### config.mk
export PLATFORM = sky130hd
export DESIGN_NAME = wb_stage_top
export DESIGN_NICKNAME = d
export VERILOG_FILES = /design/src/hw/wb_isa_pkg.sv /design/src/hw/wb_stage_pkg.sv /design/src/hw/wb_flow_unit.sv /design/src/hw/wb_load_unit.sv /design/src/hw/wb_retire_ctrl.sv /design/src/hw/wb_stage_top.sv
export SDC_FILE = /design/constraint.sdc
export NUM_CORES = 1
export LEC_CHECK = 0
export BUFFER_PORTS_ARGS = -buffer_cell sky130_fd_sc_hd__buf_2
export CORE_ASPECT_RATIO = 0.7
export CORE_MARGIN = 2
export CORE_UTILIZATION = 40
export DETAILED_ROUTE_END_ITERATION = 8
export PLACE_DENSITY_LB_ADDON = 0.15
export SLEW_MARGIN = 20
export SYNTH_ARGS = -nofsm -noshare
export SYNTH_HDL_FRONTEND = slang
export SYNTH_SLANG_ARGS = --single-unit
### constraint.sdc
create_clock -name g_clk -period 3.8 [get_ports g_clk]
set_input_delay 0.95 -clock g_clk [delete_from_list [all_inputs] [get_ports g_clk]]
set_output_delay 0.95 -clock g_clk [all_outputs]
set_load 0.05 [all_outputs]
### src/hw/wb_isa_pkg.sv
// ISA encodings for writeback: unit select bits, micro-op codes, trap causes
package wb_isa_pkg;

    // Functional unit select bits
    localparam int FU_ALU = 0;                          // Integer ALU
    localparam int FU_MUL = 1;                          // Multiplier
    localparam int FU_LSU = 2;                          // Load / store unit
    localparam int FU_CFU = 3;                          // Control flow unit

    // CFU micro-ops ------------------------------
    localparam logic [4:0] CFU_TAKEN  = 5'd1;           // Taken conditional branch
    localparam logic [4:0] CFU_JALI   = 5'd2;           // JAL, direct
    localparam logic [4:0] CFU_JALR   = 5'd3;           // JALR, indirect
    localparam logic [4:0] CFU_MRET   = 5'd4;           // Return from M-mode trap
    localparam logic [4:0] CFU_ECALL  = 5'd5;
    localparam logic [4:0] CFU_EBREAK = 5'd6;

    // LSU micro-op fields ------------------------
    localparam int LSU_LOAD   = 4;                      // Uop bit, load
    localparam int LSU_STORE  = 3;                      // Uop bit, store
    localparam int LSU_SIGNED = 0;                      // Uop bit, sign extend

    // Access size, uop bits 2:1
    localparam logic [1:0] LSU_BYTE = 2'd1;
    localparam logic [1:0] LSU_HALF = 2'd2;
    localparam logic [1:0] LSU_WORD = 2'd3;

    // Trap causes (mcause codes) -----------------
    localparam logic [5:0] TRAP_BREAKPT  = 6'd3;
    localparam logic [5:0] TRAP_LDACCESS = 6'd5;        // Load access fault
    localparam logic [5:0] TRAP_STACCESS = 6'd7;        // Store access fault
    localparam logic [5:0] TRAP_ECALLM   = 6'd11;       // ECALL from M-mode

endpackage

### src/hw/wb_stage_pkg.sv
// Writeback stage types: width typedefs and structs passed between units
package wb_stage_pkg;

    // Widths -------------------------------------
    typedef logic [31:0] xword_t;                       // Machine word
    typedef logic [4:0]  reg_addr_t;                    // GPR index
    typedef logic [4:0]  uop_t;                         // Micro-op code
    typedef logic [3:0]  fu_sel_t;                      // One-hot unit select
    typedef logic [1:0]  isize_t;                       // Instr size in halfwords
    typedef logic [5:0]  trap_cause_t;

    // Instruction held by the writeback stage
    typedef struct packed {
        reg_addr_t rd;                                  // Destination, or cause on trap
        xword_t    opr_a;                               // Result / strobe / target
        xword_t    opr_b;                               // Memory address for LSU
        uop_t      uop;
        fu_sel_t   fu;
        logic      trap;                                // Trap raised upstream
        isize_t    size;
    } s4_instr_t;

    // One unit's contribution to the GPR write
    typedef struct packed {
        logic   wen;
        xword_t wdata;
    } unit_wb_t;

    // GPR write port
    typedef struct packed {
        logic      wen;
        reg_addr_t rd;
        xword_t    wdata;
    } gpr_write_t;

    // Data memory response channel
    typedef struct packed {
        logic   recv;                                   // Response present
        logic   error;                                  // Bus error
        xword_t rdata;
    } dmem_rsp_t;

    // Trap report to the CSR block
    typedef struct packed {
        logic        cpu;                               // Trap taken by this instr
        trap_cause_t cause;
        xword_t      pc;
    } trap_info_t;

endpackage

### src/hw/wb_flow_unit.sv
// Writeback flow unit: PC register, control flow requests and target, trap cause
`timescale 1ns/100ps

module wb_flow_unit #(
    parameter wb_stage_pkg::xword_t PC_RESET_VALUE = 32'h8000_0000
) (
    input  logic                     g_clk,
    input  logic                     g_resetn,
    input  wb_stage_pkg::s4_instr_t  s4,              // Instruction in writeback
    input  logic                     s4_valid,
    input  logic                     pipe_progress,   // Instruction retires this cycle
    input  logic                     lsu_error,       // Bus error, live or captured
    input  logic                     lsu_store,       // Faulting access was a store
    input  wb_stage_pkg::xword_t     csr_mepc,
    input  wb_stage_pkg::xword_t     csr_mtvec,
    input  logic                     cf_ack,
    output logic                     cf_req,
    output wb_stage_pkg::xword_t     cf_target,
    output logic                     flow_busy,
    output logic                     exec_mret,       // Pulse on MRET retire
    output wb_stage_pkg::unit_wb_t   link_wb,         // Link register result
    output wb_stage_pkg::trap_info_t trap
);

    import wb_stage_pkg::*;
    import wb_isa_pkg::*;

    // Decode ------------------------------
    logic   fu_cfu;
    logic   cfu_taken;                                  // Branch, JAL or JALR
    logic   cfu_link;                                   // Writes next PC to rd
    logic   cfu_mret;
    logic   cfu_ecall;
    logic   cfu_ebreak;
    logic   up_trap;
    logic   any_trap;
    logic   req_raw;                                    // Some change wanted
    logic   cfu_done;                                   // Acked, still stalled
    logic   cf_accept;
    xword_t pc;
    xword_t n_pc;

    assign fu_cfu     = s4_valid && s4.fu[FU_CFU];
    assign cfu_taken  = fu_cfu && (s4.uop == CFU_TAKEN ||
                                   s4.uop == CFU_JALI  ||
                                   s4.uop == CFU_JALR);
    assign cfu_link   = fu_cfu && (s4.uop == CFU_JALI || s4.uop == CFU_JALR);
    assign cfu_mret   = fu_cfu && s4.uop == CFU_MRET;
    assign cfu_ecall  = fu_cfu && s4.uop == CFU_ECALL;
    assign cfu_ebreak = fu_cfu && s4.uop == CFU_EBREAK;
    assign up_trap    = s4_valid && s4.trap;            // Flagged by an earlier stage

    // Every trap source funnels into mtvec
    assign any_trap = cfu_ecall || cfu_ebreak || up_trap || lsu_error;
    assign req_raw  = cfu_taken || cfu_mret || any_trap;

    // Request ------------------------------
    assign cf_req    = req_raw && !cfu_done;            // Once per instruction
    assign cf_accept = cf_req && cf_ack;
    assign flow_busy = cf_req && !cf_ack;

    // Trap vector wins over jump and return targets
    assign cf_target = any_trap ? csr_mtvec :
                       ({32{cfu_taken}} & s4.opr_a) |
                       ({32{cfu_mret}}  & csr_mepc);

    always_ff @(posedge g_clk) begin
        if (!g_resetn) begin
            cfu_done <= 1'b0;
        end else begin
            cfu_done <= !pipe_progress && (cfu_done || cf_accept);
        end
    end

    // PC ------------------------------
    assign n_pc = pc + xword_t'({s4.size, 1'b0});      // Size is in halfwords

    always_ff @(posedge g_clk) begin
        if (!g_resetn) begin
            pc <= PC_RESET_VALUE;
        end else if (cf_accept) begin
            pc <= cf_target;                            // Redirect
        end else if (pipe_progress && !cfu_done) begin
            pc <= n_pc;                                 // Sequential, not after a redirect
        end
    end

    assign exec_mret     = cfu_mret && pipe_progress;
    assign link_wb.wen   = cfu_link;
    assign link_wb.wdata = n_pc;                        // Return address

    // Trap report ------------------------------
    assign trap.cpu = any_trap;
    assign trap.pc  = pc;

    // Bus errors first, then the CFU traps, then the upstream cause in rd
    assign trap.cause = lsu_error && !lsu_store ? TRAP_LDACCESS :
                        lsu_error               ? TRAP_STACCESS :
                        cfu_ebreak              ? TRAP_BREAKPT  :
                        cfu_ecall               ? TRAP_ECALLM   :
                                                  {1'b0, s4.rd};

    // A pending request may not drop or move before the front end takes it
    property cf_req_held_p;
        @(posedge g_clk) disable iff (!g_resetn)
        cf_req && !cf_ack |=> cf_req && $stable(cf_target);
    endproperty

    cf_req_held_a: assert property (cf_req_held_p)
        else $error("cf_req changed before cf_ack");

endmodule

### src/hw/wb_load_unit.sv
// Writeback load unit: response tracking, bus error capture, read data alignment
`timescale 1ns/100ps

module wb_load_unit (
    input  logic                    g_clk,
    input  logic                    g_resetn,
    input  wb_stage_pkg::s4_instr_t s4,
    input  logic                    s4_valid,
    input  logic                    pipe_progress,
    input  wb_stage_pkg::dmem_rsp_t dmem_rsp,
    output logic                    dmem_ack,           // Response expected
    output logic                    load_busy,
    output logic                    lsu_error,
    output logic                    lsu_store,
    output wb_stage_pkg::unit_wb_t  load_wb
);

    import wb_stage_pkg::*;
    import wb_isa_pkg::*;

    logic       lsu_active;
    logic       lsu_load;
    logic       rsp_seen;                               // Response taken, still stalled
    logic       rsp_accept;                             // Response taken this cycle
    logic       err_seen;                               // Captured bus error
    logic [3:0] strb;
    logic [1:0] offset;
    logic [1:0] acc_size;
    logic       sign_ext;
    xword_t     masked;
    xword_t     lane_data;
    xword_t     ext_data;

    // Trapped instructions never reached the bus
    assign lsu_active = s4_valid && s4.fu[FU_LSU] && !s4.trap;
    assign lsu_load   = lsu_active && s4.uop[LSU_LOAD];
    assign lsu_store  = lsu_active && s4.uop[LSU_STORE];

    // Response tracking ------------------------------
    assign dmem_ack   = lsu_active && !rsp_seen;
    assign rsp_accept = dmem_rsp.recv && dmem_ack;
    assign load_busy  = dmem_ack && !dmem_rsp.recv;     // Still waiting

    always_ff @(posedge g_clk) begin
        if (!g_resetn) begin
            rsp_seen <= 1'b0;
        end else begin
            rsp_seen <= !pipe_progress && (rsp_seen || rsp_accept);
        end
    end

    // Error stays up until the trap retires
    always_ff @(posedge g_clk) begin
        if (!g_resetn) begin
            err_seen <= 1'b0;
        end else if (pipe_progress) begin
            err_seen <= 1'b0;
        end else if (rsp_accept && dmem_rsp.error) begin
            err_seen <= 1'b1;
        end
    end

    assign lsu_error = err_seen || (rsp_accept && dmem_rsp.error);

    // Alignment ------------------------------
    assign strb     = s4.opr_a[3:0];                    // Byte lanes from memory stage
    assign offset   = s4.opr_b[1:0];
    assign acc_size = s4.uop[2:1];
    assign sign_ext = s4.uop[LSU_SIGNED];

    // Drop lanes outside the access, then move to bit 0
    assign masked    = dmem_rsp.rdata & {{8{strb[3]}}, {8{strb[2]}},
                                         {8{strb[1]}}, {8{strb[0]}}};
    assign lane_data = masked >> {offset, 3'b000};

    always_comb begin
        case (acc_size)
            LSU_BYTE: ext_data = {{24{sign_ext && lane_data[7]}}, lane_data[7:0]};
            LSU_HALF: ext_data = {{16{sign_ext && lane_data[15]}}, lane_data[15:0]};
            LSU_WORD: ext_data = lane_data;
            default:  ext_data = lane_data;             // Unused encoding
        endcase
    end

    // Only a clean load response writes rd
    assign load_wb.wen   = lsu_load && rsp_accept && !dmem_rsp.error;
    assign load_wb.wdata = ext_data;

    // Memory must not answer again while the stage sits on a taken response
    property no_extra_rsp_p;
        @(posedge g_clk) disable iff (!g_resetn)
        rsp_seen |-> !dmem_rsp.recv;
    endproperty

    no_extra_rsp_a: assert property (no_extra_rsp_p)
        else $error("dmem response with no outstanding access");

endmodule

### src/hw/wb_retire_ctrl.sv
// Writeback retire control: stage busy and progress, GPR write select, forwarding
`timescale 1ns/100ps

module wb_retire_ctrl (
    input  wb_stage_pkg::s4_instr_t  s4,
    input  logic                     s4_valid,
    input  logic                     flow_busy,         // Waiting for cf_ack
    input  logic                     load_busy,         // Waiting for memory
    input  wb_stage_pkg::unit_wb_t   link_wb,
    input  wb_stage_pkg::unit_wb_t   load_wb,
    output logic                     s4_busy,
    output logic                     pipe_progress,
    output wb_stage_pkg::gpr_write_t gpr,
    output wb_stage_pkg::reg_addr_t  fwd_rd,
    output wb_stage_pkg::xword_t     fwd_wdata
);

    import wb_stage_pkg::*;
    import wb_isa_pkg::*;

    logic   alu_wen;
    logic   mul_wen;
    xword_t pass_data;                                  // ALU / MUL result

    // Stall and retire ------------------------------
    assign s4_busy       = s4_valid && (flow_busy || load_busy);
    assign pipe_progress = s4_valid && !s4_busy;

    // Results computed upstream arrive in operand A
    assign alu_wen   = s4_valid && s4.fu[FU_ALU];
    assign mul_wen   = s4_valid && s4.fu[FU_MUL];
    assign pass_data = s4.opr_a;

    // GPR write ------------------------------
    assign gpr.wen   = !s4.trap &&
                       (alu_wen || mul_wen || link_wb.wen || load_wb.wen);
    assign gpr.rd    = s4.rd;
    assign gpr.wdata = ({32{alu_wen || mul_wen}} & pass_data)     |
                       ({32{link_wb.wen}}        & link_wb.wdata) |
                       ({32{load_wb.wen}}        & load_wb.wdata);

    assign fwd_rd    = s4.rd;                           // Bypass to decode
    assign fwd_wdata = gpr.wdata;

    // Units in separate blocks must never claim the port together
    always_comb begin
        one_writer_a: assert ($onehot0({alu_wen, mul_wen, link_wb.wen, load_wb.wen}))
            else $error("more than one unit writes the GPR");
    end

endmodule

### src/hw/wb_stage_top.sv
// Writeback stage top level: flow, load and retire units wired together
`timescale 1ns/100ps

module wb_stage_top #(
    parameter wb_stage_pkg::xword_t PC_RESET_VALUE = 32'h8000_0000
) (
    input  logic                     g_clk,
    input  logic                     g_resetn,
    // Upstream
    input  wb_stage_pkg::s4_instr_t  s4,
    input  logic                     s4_valid,
    output logic                     s4_busy,
    // Control flow to the front end
    output logic                     cf_req,
    output wb_stage_pkg::xword_t     cf_target,
    input  logic                     cf_ack,
    // Data memory response
    input  wb_stage_pkg::dmem_rsp_t  dmem_rsp,
    output logic                     dmem_ack,
    // GPR write and forwarding
    output wb_stage_pkg::gpr_write_t gpr,
    output wb_stage_pkg::reg_addr_t  fwd_rd,
    output wb_stage_pkg::xword_t     fwd_wdata,
    // CSR side
    output wb_stage_pkg::trap_info_t trap,
    output logic                     exec_mret,
    input  wb_stage_pkg::xword_t     csr_mepc,
    input  wb_stage_pkg::xword_t     csr_mtvec
);

    import wb_stage_pkg::*;

    logic     pipe_progress;
    logic     flow_busy;
    logic     load_busy;
    logic     lsu_error;                                // Load unit to trap logic
    logic     lsu_store;
    unit_wb_t link_wb;
    unit_wb_t load_wb;

    wb_flow_unit #(
        .PC_RESET_VALUE (PC_RESET_VALUE)
    ) u_flow (
        .g_clk         (g_clk),
        .g_resetn      (g_resetn),
        .s4            (s4),
        .s4_valid      (s4_valid),
        .pipe_progress (pipe_progress),
        .lsu_error     (lsu_error),
        .lsu_store     (lsu_store),
        .csr_mepc      (csr_mepc),
        .csr_mtvec     (csr_mtvec),
        .cf_ack        (cf_ack),
        .cf_req        (cf_req),
        .cf_target     (cf_target),
        .flow_busy     (flow_busy),
        .exec_mret     (exec_mret),
        .link_wb       (link_wb),
        .trap          (trap)
    );

    wb_load_unit u_load (
        .g_clk         (g_clk),
        .g_resetn      (g_resetn),
        .s4            (s4),
        .s4_valid      (s4_valid),
        .pipe_progress (pipe_progress),
        .dmem_rsp      (dmem_rsp),
        .dmem_ack      (dmem_ack),
        .load_busy     (load_busy),
        .lsu_error     (lsu_error),
        .lsu_store     (lsu_store),
        .load_wb       (load_wb)
    );

    wb_retire_ctrl u_retire (
        .s4            (s4),
        .s4_valid      (s4_valid),
        .flow_busy     (flow_busy),
        .load_busy     (load_busy),
        .link_wb       (link_wb),
        .load_wb       (load_wb),
        .s4_busy       (s4_busy),
        .pipe_progress (pipe_progress),
        .gpr           (gpr),
        .fwd_rd        (fwd_rd),
        .fwd_wdata     (fwd_wdata)
    );

endmodule

### Word level (Yosys, flattened, before mapping)

Index checks and enable logic that the tools add are counted.

* add/sub/neg operators: 1
* eq/ne operators: 8
* shift-type cells: 1
* multiplexer cells: 8
* bitwise logic cells: 10
* reductions and logical operators: 58

Operators by type and width (count)
* $and 32x32->32: 6
* $mux 32: 3
* $or 32x32->32: 3
* $pmux 32 s2: 1
* $add 32x3->32: 1
* $logic_and 1x1->1: 32
* $shr 32x5->32: 1
* $mux 6: 3
* $eq 5x3->1 const B: 3
* $logic_or 1x1->1: 15
* $eq 5x2->1 const B: 2
* $logic_not 1->1: 9
* $eq 5x1->1 const B: 1
* $mux 5: 1
* $eq 2x1->1 const B: 1
* $eq 2x2->1 const B: 1
* $reduce_bool 2->1: 1
* $reduce_or 2->1: 1
* $not 1->1: 1

* register bits after elaboration: 35
* logic and storage cells: 90

### Depth between registers and ports, before layout

* depth in word-level cells: 17
* gate-level depth with buffers: 11
* depth with buffers taken out: 8

### By module

From an unflattened synthesis, not the netlist that was laid out.

* cells, all modules: 741
* area, all modules: 5373.9 µm²

Modules (own cells, without submodules)
* wb_flow_unit: instances 1, cells each 437, area an instance 3338.2 µm², seq. area each 660.6 µm²
* wb_retire_ctrl: instances 1, cells each 154, area an instance 1092.3 µm², seq. area each 0.0 µm²
* wb_load_unit: instances 1, cells each 150, area an instance 943.4 µm², seq. area each 40.0 µm²

### Worst setup path after synthesis

OpenSTA, ideal clock, no wires.

* kind: input -> output
* start point: in s4[8] in the netlist's numbering
* end point: out gpr[11] in the netlist's numbering
* arrival: 3.908 ns
* slack: -1.058 ns
* stages: 10
* cell sequence: buf_2 > clkbuf_1 > inv_1 > ha_1 > clkbuf_1 > or4b_1 > clkbuf_1 > o21a_1 > o221ai_1 > buf_4

* word-level cells in the longest chain between the ends: 6

Ends and longest elaborated chain
* from (decl): RTL line wb_stage_top.sv:10 `input wb_stage_pkg::s4_instr_t s4,`
* $eq 5x2->1: RTL line wb_flow_unit.sv:47 `assign cfu_link = fu_cfu && (s4.uop == CFU_JALI || s4.uop == CFU_JALR);`
* $logic_or 1x1->1: RTL line wb_flow_unit.sv:47
* $logic_and 1x1->1: RTL line wb_flow_unit.sv:47
* $and 32x32->32: RTL line wb_retire_ctrl.sv:39 `({32{link_wb.wen}} & link_wb.wdata) |`
* $or 32x32->32: RTL line wb_retire_ctrl.sv:38 `assign gpr.wdata = ({32{alu_wen || mul_wen}} & pass_data) |`
* $or 32x32->32 (*): RTL line wb_retire_ctrl.sv:39
* to (decl): RTL line wb_stage_top.sv:21 `output wb_stage_pkg::gpr_write_t gpr,`

Every way passes the cells marked *; elsewhere a longest branch is shown, timed or not.

### Final worst setup path

* start point: in s4[0] in the netlist's numbering
* end point: out fwd_wdata[27]

* word-level cells in the longest chain between the ends: 4

Ends and longest elaborated chain
* $add 32x3->32: RTL line wb_flow_unit.sv:76 `assign n_pc = pc + xword_t'({s4.size, 1'b0});`
* $and 32x32->32: RTL line wb_retire_ctrl.sv:39
* $or 32x32->32: RTL line wb_retire_ctrl.sv:38
* $or 32x32->32: RTL line wb_retire_ctrl.sv:39
* to (decl): RTL line wb_stage_top.sv:23 `output wb_stage_pkg::xword_t fwd_wdata,`

Every way passes these cells.

==> impl_metrics.toml <==
[outcome]
status = "finished, violations left"
violations = "negative setup slack"

[timing]
setup_ws_ns = -0.268
post-route-min-period_ns = 4.07
fmax_mhz = 246
finalSetupTns_ns = -4.55
worstMarginPinSlew_ns = 0.681
whs_ns = 0.546
finalClockSkew_ns = 0.00211
hold_violations = 0
slew_headroom_pct = 54.2
finalCritPeriodShare_pct = 107
slew_viol_final = 0
report.final.setup_viol = 26
rsz0062_at_grt = "yes"

[placement]
dpl.hpwl_um = 24000
dp.cells = 1303
port_buffers = 301
place_area_sq_um = 8190
routabilityCongestion = 0.979

[layout]
n_antenna_cell = 0
nNetsFinal = 1325
final_cells = 1328
drive_above_1_share_pct = 50.2
syn2layout_area_growth_pct = 59.5
post-route-cell-area_sq_um = 9020

[synthesis]
synth_commonest_cells = "nand2_1, o21ai_0, clkbuf_1"
synth_nets = 999
ys_types = 82
synth.most_common_cell = "nand2_1"
synth_top_area_share_pct = 12.4
ys_async_sr_fraction_pct = 0
ys_seq_area_share_pct = 12.4
synth-edff-count = 0
synth_ff_type = "dfxtp_1"
yosysWarnings = 0
syn_inst = 811
avgSynthCellArea_sq_um = 6.97
syn_area_sq_um = 5650
ys_ff_latch = 35
yosysTopAreaCell = "dfxtp_1"
synth_area_leaders = "dfxtp_1, buf_4, nand2_1"

[worst_setup_path]
r2r_start = "u_flow.pc[1]$_SDFFE_PN0P_"
slowest_stage = "fa_2"
rrSetupSlack_ns = 0.98
cp_max_fo = 4
required_ns = 2.85
cpPeakStageDelay_ns = 0.35
path_buf_inv = 6
cp-end-kind = "primary output"
path_delay_family = "buffers and inverters"
critPathLaunchType = "input port"
path_cells = "buf_8, ha_4, inv_2, fa_2, nand3b_1, buf_6, nor4_4, buf_4, buf_4, and2_4, xnor2_2, o221ai_4, buf_6"
worstSetupPathType = "in2out"
ff2ff_path_depth = 13
r2r_end = "u_flow.pc[31]$_SDFFE_PN1P_"
critPathArrivalTime_ns = 3.12

[drt]
dr.pass1.iters = 6
drc_errors = 0
drt_wl_total_um = 29700
drt_iter0_drc = 737
routedWlPerCell_um = 22.3
antenna_left = 0
vias = 8087
viasPerCell = 6.09

[clock_network]
htree_num_levels = 2
cts_sinks = 35
clockRootBuffer = "clkbuf_16"
insertion_delay_ns = 0.29
path_clk_slew_ns = 0.06
cts_made_buffers = 5
ctsLongestPathBuffers = 2
cts_tree = "done"

[grt]
grt_max_degree = 41
grt_pass1_vias = 7519
grt_overflow = 0
grt_use_total_pct = 37.6
grt_first_pass_wirelength_um = 43600
antenna_found_initial = 1

[floorplanning]
rows = 36
die_w_um = 146
die-area_sq_um = 15100
core_area_sq_um = 13900
start_util_pct = 40.8
die-height_um = 103
io_pins = 333

[flow_run]
maxCapViolCount = 0

[power]
p_total_mw = 2.08
vdd_drop_max_uv = 145
total_leakage_power_nw = 4.04
powerDensity_nw_per_um2 = 230

[min_path]
hp-class = "reg2reg"
holdPathEnd = "u_load.err_seen$_SDFFE_PP0P_"
worstHoldPathCells = 2
hold_start = "u_load.err_seen$_SDFFE_PP0P_"
## through the flow
step / utilization [%] / setup slack [ns]
final: 65.0 / -0.268
after global routing: 65.0 / -0.317
after CTS: 63.7 / -0.245
after detailed placement: 59.0 / -0.335
after global placement: 59.0 / -0.337
after floorplan: - / -0.493
## cell type report
class / instances / area (sq um)
fill: 1283 / 4860
multi-input combinational: 633 / 4850
timing repair buffer: 439 / 2950
sequential: 35 / 712
tap: 190 / 238
clock buffer: 6 / 139
inverter: 23 / 92.6
clock inverter: 2 / 35.0
## worst max-delay path by stage
stage	from	endpoint	slack (ns)	depth (start not counted)
global placement	s4[0]	fwd_wdata[9]	-0.34	11
global route	s4[0]	gpr[27]	-0.32	13
floorplan	s4[7]	cf_target[21]	-0.49	8
detailed placement	s4[0]	fwd_wdata[9]	-0.33	11
finish	s4[0]	fwd_wdata[27]	-0.27	13
CTS	s4[0]	gpr[31]	-0.24	12
## metal layers
metal	part of all wire [%]	routed length (um)	GRT usage [%]	vias to the layer above
li1	-	-	-	3714
met4	3.3	971	12.5	2
met1	42	12400	49.4	3780
met2	45	13300	63.2	534
met5	0.044	13	0	-
met3	10	2980	7.32	57
## power by group
group | leakage [nW] | internal (mW) | switching [mW]
Combinational | 3.66 | 0.384 | 0.755
Clock | 0.0868 | 0.327 | 0.178
Sequential | 0.289 | 0.390 | 0.0434
Total | 4.04 | 1.10 | 0.975
## worst reg2reg max path, delay by kind of cell, from the launching register on
family	cells	cell delay [ns]
AND/OR/NAND/NOR	3	0.54
buffers and inverters	6	0.83
AO/OA/AOI/OAI	2	0.46
adder cells (fa/ha/maj)	2	0.51
flip-flops	1	0.39
## cells in the final DEF, fill, tap and decap left out, types with 7 or more instances in the layout
| cell | n |
|---|---|
| a22oi_1 | 13 |
| o21a_1 | 16 |
| nand2_1 | 80 |
| a21oi_1 | 34 |
| a31oi_1 | 15 |
| nand4_1 | 20 |
| nand3_1 | 26 |
| o221ai_2 | 7 |
| buf_4 | 135 |
| buf_12 | 9 |
| nand3b_1 | 8 |
| buf_2 | 253 |
| nor2_1 | 42 |
| or2_2 | 7 |
| xnor2_2 | 7 |
| xnor2_1 | 15 |
| buf_6 | 36 |
| inv_1 | 17 |
| o21ai_1 | 9 |
| o21ai_0 | 51 |
| nor4_1 | 9 |
| a21boi_0 | 10 |
| dfxtp_2 | 9 |
| a221o_2 | 13 |
| and3_1 | 14 |
| a211oi_1 | 10 |
| dfxtp_1 | 26 |
| nor3_1 | 20 |
| o221ai_4 | 8 |
| o211ai_1 | 17 |
| o22ai_1 | 10 |
| o211a_1 | 9 |
## timing repair
action,4_1_cts,5_1_grt
hold buffers,0,0
setup endpoints to repair,47,55
pin swaps,13,12
buffers inserted,11,7
gates resized for setup,97,36
## sequential cells by signal (all words and copies together), names as in the netlist
name	count
u_flow.cfu_done	1
u_load.err_seen	1
u_flow.pc	32
u_load.rsp_seen	1
## cells by family (layout without fill, tap and decap cells)
kind of cell	count (synthesis)	in the layout	synth area share [%]
xor+xnor	33	33	5.11
buf+inv	143	470	13.3
simple gates	297	297	29.5
fa+ha+maj	5	5	1.24
other cells	1	1	0.0663
mux	9	9	1.97
flops	35	35	12.4
compound gates	288	288	36.4
(Power assumes the default switching activity.)
